### src/rtl/sms_mem_pkg.sv
`default_nettype none

package sms_mem_pkg;

   // bus and memory widths
   localparam int ADDR_W       = 16;
   localparam int DATA_W       = 8;
   localparam int ROM_ADDR_W   = 22;
   localparam int RAM_ADDR_W   = 13;   // 8 KB work ram
   localparam int NVRAM_ADDR_W = 15;   // two 16 KB pages

   // power-up bank layout, first 64 KB of the cartridge
   localparam logic [DATA_W-1:0] BANK_RESET0 = 8'h00;
   localparam logic [DATA_W-1:0] BANK_RESET1 = 8'h01;
   localparam logic [DATA_W-1:0] BANK_RESET2 = 8'h02;
   localparam logic [DATA_W-1:0] BANK_RESET3 = 8'h03;

   // msx cartridges start with "AB"
   localparam logic [DATA_W-1:0] MSX_SIG0 = 8'h41;
   localparam logic [DATA_W-1:0] MSX_SIG1 = 8'h42;

   typedef struct packed {
      logic              mreq_n;
      logic              rd_n;
      logic              wr_n;
      logic [ADDR_W-1:0] addr;
      logic [DATA_W-1:0] wdata;
   } z80_bus_t;

   typedef struct packed {
      logic [DATA_W-1:0] bank0;
      logic [DATA_W-1:0] bank1;
      logic [DATA_W-1:0] bank2;
      logic [DATA_W-1:0] bank3;
   } bank_set_t;

   typedef struct packed {
      logic en;     // backup ram at 8000-bfff
      logic ext;    // backup ram at c000-ffff
      logic page;
      logic cme;    // codemasters extension at a000-bfff
   } cart_ram_t;

   typedef enum logic [1:0] {
      MAP_SEGA,
      MAP_CODIES,
      MAP_MSX
   } mapper_mode_e;

   typedef enum logic [1:0] {
      DET_WATCH,
      DET_ARMED,
      DET_FOUND,
      DET_DONE
   } msx_det_e;

   typedef enum logic [1:0] {
      SEL_ROM,
      SEL_RAM,
      SEL_NVRAM
   } mem_sel_e;

endpackage

`default_nettype wire
### src/rtl/mapper_regs.sv
`timescale 1ns/100ps
`default_nettype none

module mapper_regs (
   input  logic                   clk_sys,
   input  logic                   RESET_n,
   input  sms_mem_pkg::z80_bus_t  bus,
   input  logic                   msx_mode,
   input  logic                   mapper_lock,
   output sms_mem_pkg::bank_set_t banks,
   output sms_mem_pkg::cart_ram_t cram,
   output logic                   codies
);
   import sms_mem_pkg::*;

   logic [ADDR_W-1:0] last_rd_addr;
   logic              cm_lock;       // codemasters writes seen at 4000/8000
   logic              codies_lock;   // only one chance to pick the codies mapper
   logic              mem_wr;
   logic              mem_rd;
   logic              cm_wr;
   logic [DATA_W-1:0] d;

   assign mem_wr = ~bus.mreq_n & ~bus.wr_n;
   assign mem_rd = ~bus.mreq_n & ~bus.rd_n;
   assign cm_wr  = mem_wr & ~cram.en & ~mapper_lock;
   assign d      = bus.wdata;

   // block-copy loops read then write the same address, remember the read
   always_ff @(posedge clk_sys) begin
      if (!RESET_n) begin
         last_rd_addr <= '0;
      end else if (mem_rd) begin
         last_rd_addr <= bus.addr;
      end
   end

   always_ff @(posedge clk_sys) begin
      if (!RESET_n) begin
         banks.bank0 <= BANK_RESET0;
         banks.bank1 <= BANK_RESET1;
         banks.bank2 <= BANK_RESET2;
         banks.bank3 <= BANK_RESET3;
         cram        <= '0;
         cm_lock     <= 1'b0;
         codies      <= 1'b0;
         codies_lock <= 1'b0;
      end else if (msx_mode) begin
         if (mem_wr && bus.addr[15:2] == 14'h0000) begin
            case (bus.addr[1:0])
               2'b00: banks.bank2 <= d;
               2'b01: banks.bank3 <= d;
               2'b10: banks.bank0 <= d;
               2'b11: banks.bank1 <= d;
            endcase
         end
      end else begin
         // sega mapper, fffc-ffff
         if (mem_wr && bus.addr[15:2] == 14'h3fff) begin
            codies <= 1'b0;
            case (bus.addr[1:0])
               2'b00: begin
                  cram.ext  <= d[4];
                  cram.en   <= d[3];
                  cram.page <= d[2];
               end
               2'b01: banks.bank0 <= d;
               2'b10: banks.bank1 <= d;
               2'b11: banks.bank2 <= d;
            endcase
         end

         if (cm_wr) begin
            case (bus.addr)
               16'h0000: begin
                  // ignored until a codemasters write has been seen
                  if (cm_lock) begin
                     banks.bank0 <= d;
                     if (d != '0 && !codies_lock) begin
                        if (banks.bank1 == BANK_RESET1) begin
                           codies <= 1'b1;
                        end
                        codies_lock <= 1'b1;
                     end
                  end
               end
               16'h4000: begin
                  if (last_rd_addr != 16'h4000) begin
                     banks.bank1 <= {1'b0, d[6:0]};
                     cram.cme    <= d[7];
                     cm_lock     <= 1'b1;
                  end
               end
               16'h8000: begin
                  if (last_rd_addr != 16'h8000) begin
                     banks.bank2 <= d;
                     cm_lock     <= 1'b1;
                  end
               end
               16'ha000: begin
                  // korean style bank write
                  if (last_rd_addr != 16'ha000 && !codies) begin
                     banks.bank2 <= d;
                  end
               end
               default: begin
               end
            endcase
         end
      end
   end

endmodule

`default_nettype wire

### src/rtl/mem_decode.sv
`timescale 1ns/100ps
`default_nettype none

module mem_decode (
   input  sms_mem_pkg::z80_bus_t                bus,
   input  sms_mem_pkg::cart_ram_t               cram,
   input  logic [sms_mem_pkg::DATA_W-1:0]       rom_q,
   input  logic [sms_mem_pkg::DATA_W-1:0]       ram_q,
   input  logic [sms_mem_pkg::DATA_W-1:0]       nvram_q,
   output logic [sms_mem_pkg::RAM_ADDR_W-1:0]   ram_a,
   output logic [sms_mem_pkg::DATA_W-1:0]       ram_d,
   output logic                                 ram_we,
   output logic [sms_mem_pkg::NVRAM_ADDR_W-1:0] nvram_a,
   output logic [sms_mem_pkg::DATA_W-1:0]       nvram_d,
   output logic                                 nvram_we,
   output logic                                 rom_rd,
   output logic [sms_mem_pkg::DATA_W-1:0]       rdata
);
   import sms_mem_pkg::*;

   mem_sel_e sel;
   logic     mem_cyc;

   assign mem_cyc = ~bus.mreq_n;

   always_comb begin
      if (bus.addr[15:14] == 2'b11) begin
         sel = cram.ext ? SEL_NVRAM : SEL_RAM;
      end else if (bus.addr[15:13] == 3'b101 && cram.cme) begin
         sel = SEL_NVRAM;
      end else if (bus.addr[15:14] == 2'b10 && cram.en) begin
         sel = SEL_NVRAM;
      end else begin
         sel = SEL_ROM;
      end
   end

   assign ram_a   = bus.addr[RAM_ADDR_W-1:0];   // mirrored every 8 KB
   assign ram_d   = bus.wdata;
   assign nvram_a = {cram.page & ~bus.addr[14], bus.addr[13:0]};
   assign nvram_d = bus.wdata;

   assign ram_we   = mem_cyc & ~bus.wr_n & (sel == SEL_RAM);
   assign nvram_we = mem_cyc & ~bus.wr_n & (sel == SEL_NVRAM);
   assign rom_rd   = mem_cyc & ~bus.rd_n & (sel == SEL_ROM);

   always_comb begin
      case (sel)
         SEL_RAM:   rdata = ram_q;
         SEL_NVRAM: rdata = nvram_q;
         default:   rdata = rom_q;
      endcase
   end

endmodule

`default_nettype wire

### src/rtl/msx_detect.sv
`timescale 1ns/100ps
`default_nettype none

module msx_detect (
   input  logic                           clk_sys,
   input  logic                           RESET_n,
   input  sms_mem_pkg::z80_bus_t          bus,
   input  logic [sms_mem_pkg::DATA_W-1:0] rdata,
   output logic                           msx_mode
);
   import sms_mem_pkg::*;

   msx_det_e state;
   logic     sig0_ok;   // 41 seen at 0000
   logic     sig1_ok;   // 42 seen at 0001

   always_ff @(posedge clk_sys) begin
      if (!RESET_n) begin
         state    <= DET_WATCH;
         sig0_ok  <= 1'b0;
         sig1_ok  <= 1'b0;
         msx_mode <= 1'b0;
      end else begin
         case (state)
            DET_WATCH, DET_ARMED: begin
               if (!bus.mreq_n) begin
                  // address is stable during the cycle, data follows the mux
                  if (bus.addr == 16'h0000) begin
                     sig0_ok <= (rdata == MSX_SIG0);
                  end else if (bus.addr == 16'h0001) begin
                     sig1_ok <= (rdata == MSX_SIG1);
                     state   <= DET_ARMED;
                  end
               end else if (state == DET_ARMED) begin
                  // first idle edge after 0001, decide once
                  msx_mode <= sig0_ok & sig1_ok;
                  state    <= (sig0_ok && sig1_ok) ? DET_FOUND : DET_DONE;
               end
            end
            DET_FOUND: begin
               state <= DET_DONE;   // msx_mode stays latched
            end
            default: begin
               state <= DET_DONE;
            end
         endcase
      end
   end

endmodule

`default_nettype wire

### src/rtl/rom_addr_map.sv
`timescale 1ns/100ps
`default_nettype none

module rom_addr_map (
   input  logic [sms_mem_pkg::ADDR_W-1:0]     addr,
   input  sms_mem_pkg::bank_set_t             banks,
   input  sms_mem_pkg::mapper_mode_e          mode,
   output logic [sms_mem_pkg::ROM_ADDR_W-1:0] rom_a
);
   import sms_mem_pkg::*;

   always_comb begin
      rom_a[12:0] = addr[12:0];   // offset inside an 8 KB page
      if (mode == MAP_MSX) begin
         // 8 KB windows, 4000-bfff banked
         case (addr[15:13])
            3'd2:    rom_a[21:13] = {1'b0, banks.bank0};
            3'd3:    rom_a[21:13] = {1'b0, banks.bank1};
            3'd4:    rom_a[21:13] = {1'b0, banks.bank2};
            3'd5:    rom_a[21:13] = {1'b0, banks.bank3};
            default: rom_a[21:13] = {6'b000000, addr[15:13]};
         endcase
      end else begin
         // 16 KB windows
         rom_a[13] = addr[13];
         case (addr[15:14])
            2'b00: begin
               // first kilobyte fixed, except on the codies mapper
               if (addr[13:10] == 4'b0000 && mode != MAP_CODIES) begin
                  rom_a[21:14] = '0;
               end else begin
                  rom_a[21:14] = banks.bank0;
               end
            end
            2'b01:   rom_a[21:14] = banks.bank1;
            default: rom_a[21:14] = banks.bank2;
         endcase
      end
   end

endmodule

`default_nettype wire

### src/rtl/sms_mem_ctrl.sv
`timescale 1ns/100ps
`default_nettype none

module sms_mem_ctrl (
   input  logic                                 clk_sys,
   input  logic                                 RESET_n,
   input  sms_mem_pkg::z80_bus_t                bus,
   input  logic                                 mapper_lock,   // no codemasters/korean writes
   output logic [sms_mem_pkg::DATA_W-1:0]       rdata,
   output logic                                 rom_rd,
   output logic [sms_mem_pkg::ROM_ADDR_W-1:0]   rom_a,
   input  logic [sms_mem_pkg::DATA_W-1:0]       rom_q,
   output logic [sms_mem_pkg::RAM_ADDR_W-1:0]   ram_a,
   output logic [sms_mem_pkg::DATA_W-1:0]       ram_d,
   output logic                                 ram_we,
   input  logic [sms_mem_pkg::DATA_W-1:0]       ram_q,
   output logic [sms_mem_pkg::NVRAM_ADDR_W-1:0] nvram_a,
   output logic [sms_mem_pkg::DATA_W-1:0]       nvram_d,
   output logic                                 nvram_we,
   input  logic [sms_mem_pkg::DATA_W-1:0]       nvram_q
);
   import sms_mem_pkg::*;

   bank_set_t    banks;
   cart_ram_t    cram;
   logic         codies;
   logic         msx_mode;
   mapper_mode_e mode;

   // msx wins, it is latched once and never cleared until reset
   assign mode = msx_mode ? MAP_MSX : (codies ? MAP_CODIES : MAP_SEGA);

   msx_detect u_msx_detect (
      .clk_sys  (clk_sys),
      .RESET_n  (RESET_n),
      .bus      (bus),
      .rdata    (rdata),
      .msx_mode (msx_mode)
   );

   mapper_regs u_mapper_regs (
      .clk_sys     (clk_sys),
      .RESET_n     (RESET_n),
      .bus         (bus),
      .msx_mode    (msx_mode),
      .mapper_lock (mapper_lock),
      .banks       (banks),
      .cram        (cram),
      .codies      (codies)
   );

   rom_addr_map u_rom_addr_map (
      .addr  (bus.addr),
      .banks (banks),
      .mode  (mode),
      .rom_a (rom_a)
   );

   mem_decode u_mem_decode (
      .bus      (bus),
      .cram     (cram),
      .rom_q    (rom_q),
      .ram_q    (ram_q),
      .nvram_q  (nvram_q),
      .ram_a    (ram_a),
      .ram_d    (ram_d),
      .ram_we   (ram_we),
      .nvram_a  (nvram_a),
      .nvram_d  (nvram_d),
      .nvram_we (nvram_we),
      .rom_rd   (rom_rd),
      .rdata    (rdata)
   );

endmodule

`default_nettype wire

### config.mk
export PLATFORM = sky130hd
export DESIGN_NAME = sms_mem_ctrl
export DESIGN_NICKNAME = d
export VERILOG_FILES = /design/src/rtl/sms_mem_pkg.sv /design/src/rtl/mapper_regs.sv /design/src/rtl/mem_decode.sv /design/src/rtl/msx_detect.sv /design/src/rtl/rom_addr_map.sv /design/src/rtl/sms_mem_ctrl.sv
export SDC_FILE = /design/constraint.sdc
export NUM_CORES = 1
export LEC_CHECK = 0
export ABC_CLOCK_PERIOD_IN_PS = 4950
export BUFFER_PORTS_ARGS = -buffer_cell sky130_fd_sc_hd__buf_4
export CAP_MARGIN = 10
export CORE_ASPECT_RATIO = 0.9
export CORE_MARGIN = 4
export CORE_UTILIZATION = 56
export CTS_BUF_LIST = sky130_fd_sc_hd__clkbuf_4 sky130_fd_sc_hd__clkbuf_8
export DETAILED_ROUTE_END_ITERATION = 8
export GPL_TIMING_DRIVEN = 0
export PLACE_DENSITY = 0.87
export SYNTH_ARGS = -nofsm -noshare
export SYNTH_HDL_FRONTEND = slang
export SYNTH_SLANG_ARGS = --single-unit
### constraint.sdc
create_clock -name clk_sys -period 4.95 [get_ports clk_sys]
set_input_delay 0.99 -clock clk_sys [delete_from_list [all_inputs] [get_ports clk_sys]]
set_output_delay 0.99 -clock clk_sys [all_outputs]
set_load 0.1 [all_outputs]
==> key figures <==
Setup path
  • Max Fanout on Critical Path: 10
  • WS Path Type: input pin to primary output
  • Worst setup EP type: primary output
  • Crit path launch type: input pin
  • Data arrival, critical path: 3.13 ns
  • Top delay family on crit path: buffers and inverters
  • Worst-path cell chain: buf_4, inv_1, ha_1, clkbuf_1, clkbuf_1, nor3b_1, a221oi_1, o32ai_1, buf_4
  • Critical path's slowest cell: clkbuf_1
  • Crit path largest cell delay: 0.49 ns
  • Critical path buffers and inverters: 5
  • Critical Path RT: just under 4 ns

Global route
  • First-pass GRT wire length: between 15000 and 20000 um
  • GRT overflow: 0
  • GRT Total Usage: 0.298
  • Initial antenna violation count: 0
  • Vias in the first global route: around 3900
  • Largest net degree at the start of global routing: 13

Timing
  • Minimum clock period after layout: 4.12 ns
  • Final period util: 0.832
  • Worst-margin pin slew: approximately 1.1 ns
  • Fin Setup TNS: 0 ns
  • Max_slew headroom: 0.272
  • Final hold vios: 0
  • Endpoints failing setup: 0
  • Fin. max-slew vios: 0
  • Fin Clk Skew: around 0.010 ns
  • Max Fclk: roughly 240 MHz
  • RSZ-0062 raised after global routing: false
  • Final WS setup: 0.830 ns

Synth
  • Share of the synthesized area in the top cell type: 0.306
  • Synth area leaders: dfxtp_1 (31%), buf_4 (11%), mux2i_1 (9.7%), nand2_1 (7.0%), nor2b_1 (4.5%)
  • Synth Area in XOR/XNOR: 0.00223
  • Ys flop type: dfxtp_1
  • Compound-cell area share of the yosys netlist: 0.177
  • Yosys reg bits: 60
  • Synthesis warning total: 0
  • Synth area leader: dfxtp_1
  • Post-synthesis mux area share: 0.114
  • Post-synth EDFFs: 0
  • Asr flop ratio synth: 0
  • Largest family of logic cells by synthesized area: simple AND/OR/NAND/NOR gates
  • Post-Synth Adder-Cell Area: 0.0127
  • Post-synthesis sequential area ratio: 0.306
  • Post-Synthesis Cell Area: 0.00393 mm2
  • Syn Area/Cell: around 8.4 um2
  • Library cells used by synthesis: 55
  • Post-synthesis simple-gate area fraction: 0.252
  • Post-synthesis cell count: 466
  • Synthesized Nets: about 520

Cells and area
  • Area Overhead vs Synth: 33.2%
  • Ant diodes: 0
  • Seq. cell area: 0.00120 mm2
  • Fraction of layout cells with a size suffix above 1: 0.358
  • Most frequent cells in the layout: buf_4 (185), nand2_1 (73), dfxtp_1 (60)
  • Fillcell total: a little over 500
  • Multi-input gate area: 0.00219 mm2
  • Most common cell after layout, fill and taps aside: buf_4
  • Final nets: between 600 and 700

CTS
  • Post-CTS Setup Inserts: 0
  • Cts hold-fix bufs: 0
  • Worst-skew pair later-pin latency: ~0.35 ns
  • Total CTS buffers: 9
  • Sink Count: 60
  • CTS tree: done
  • CTS H-tree depth: 3
  • Post-cts sizing count: 0
  • Root buffer cell: clkbuf_8
  • Worst-path clk slew: roughly 0.08 ns
  • CTS max path bufs: 2

Placement
  • I/O Buffers: between 100 and 150
  • Gpl congestion: around 0.94
  • Detail Placement HPWL: about 9500 um
  • Pre-CTS setup slack: around 0.95 ns

Routing
  • Vias: just over 4000
  • Drt wl/cell: between 15 and 20 um
  • Routed Antenna Nets: 0
  • Vias per inst: around 5.9
  • Initial drt markers: approximately 450
  • # DRC: 0
  • Pre-antenna DRT Iters: 6
  • Routed WL: 12600 um

Power and ir drop
  • Leakage power: roughly 2.2 nW
  • Pwr Density: between 200 and 300 mW/mm2
  • Maximum VDD drop: between 200 and 300 uV

Floorplanning
  • Die Wd: 96.3 um
  • Row count: 28
  • # IOs: 131
  • Die span in y: approximately 87 um
  • Core area: around 0.0067 mm2
  • Initial core utilization: 0.587
  • Die area: ~0.0084 mm2

Min path
  • HP Class: register to register

Run
  • Max Cap Viol: 0

Status
  • Status: finished clean
==> sequential cells by signal, summed over array words and instances, names as in the netlist, 2 cells and up <==
signal and cells:
u_mapper_regs.banks 32, u_mapper_regs.last_rd_addr 16, u_mapper_regs.cram 4, u_msx_detect.state 2
==> worst paths after layout <==
check,from,end,depth (start not counted),slack (ns)
worst max-delay path,bus[23],rom_a[19],9,0.83
worst min-delay path,u_mapper_regs.last_rd_addr[8],u_mapper_regs.last_rd_addr[8],2,0.47
worst max register to register,u_mapper_regs.last_rd_addr[0],u_mapper_regs.banks[11],6,2.00
worst min register to register,u_mapper_regs.last_rd_addr[8],u_mapper_regs.last_rd_addr[8],2,0.47
==> metrics by stage <==
step	power (mW)	instances	hold WS, ns	instance area (um2)	util
6_report	1.46	701	0.469	5230	0.782
5_1_grt	1.50	701	0.491	5230	0.782
4_1_cts	1.46	701	0.469	5230	0.782
3_5_place_dp	0.974	685	0.459	5010	0.749
3_3_place_gp	0.968	685	0.451	5010	0.749
2_1_floorplan	0.849	466	0.436	3930	-
==> report_power, final <==
group / internal, mW / total (mW) / switching (mW) / leakage [nW]
sequential: 0.488 / 0.492 / 0.00366 / 0.485
combinational: 0.127 / 0.473 / 0.346 / 1.64
clock: 0.286 / 0.499 / 0.213 / 0.110
total: 0.901 / 1.46 / 0.563 / 2.23
==> worst register-to-register path: cells and delay by family, from the launching register on <==
family,cells,cell delay [ns]
AOI/OAI and AO/OA,2,1.04
muxes,1,0.27
DFF,1,0.32
and+or+nand+nor,3,1.24
==> area by class of cell <==
cell class / count / share of cell area
multi-input combinational: 319 / 0.419
sequential: 60 / 0.229
timing repair buffer: 129 / 0.185
buffer: 80 / 0.0978
clock buffer: 9 / 0.0237
tap: 90 / 0.0215
clock inverter: 7 / 0.0189
inverter: 7 / 0.00502
==> metal layers <==
| metal | track usage | part of all wire |
|---|---|---|
| met1 | 0.371 | 0.40 |
| met2 | 0.495 | 0.47 |
| met3 | 0.0527 | 0.10 |
| met4 | 0.146 | 0.034 |
| met5 | 0 | 0 |
==> Yosys cell counts, drive strengths merged (5+ instances only) <==
| library cell | number |
|---|---|
| nand2 | 73 |
| dfxtp | 60 |
| buf | 58 |
| mux2i | 38 |
| nor2b | 28 |
| clkbuf | 22 |
| a21boi | 18 |
| nor2 | 18 |
| a221oi | 16 |
| o21ai | 11 |
| nor3b | 10 |
| nand4 | 8 |
| inv | 7 |
| nor3 | 7 |
| or4 | 7 |
| a21oi | 6 |
| mux2 | 6 |
| nor4 | 6 |
| a221o | 5 |
| and2 | 5 |
| nand3 | 5 |
==> logic make-up after synthesis <==
group                    count (synthesis)
multiplexers                            44
AO/OA/AOI/OAI                           86
buffers and inverters                   87
AND/OR/NAND/NOR                        184
XOR/XNOR                                 1
flip-flops                              60
adder cells (fa/ha/maj)                  4
No activity file was read; power rests on OpenSTA's default activity.
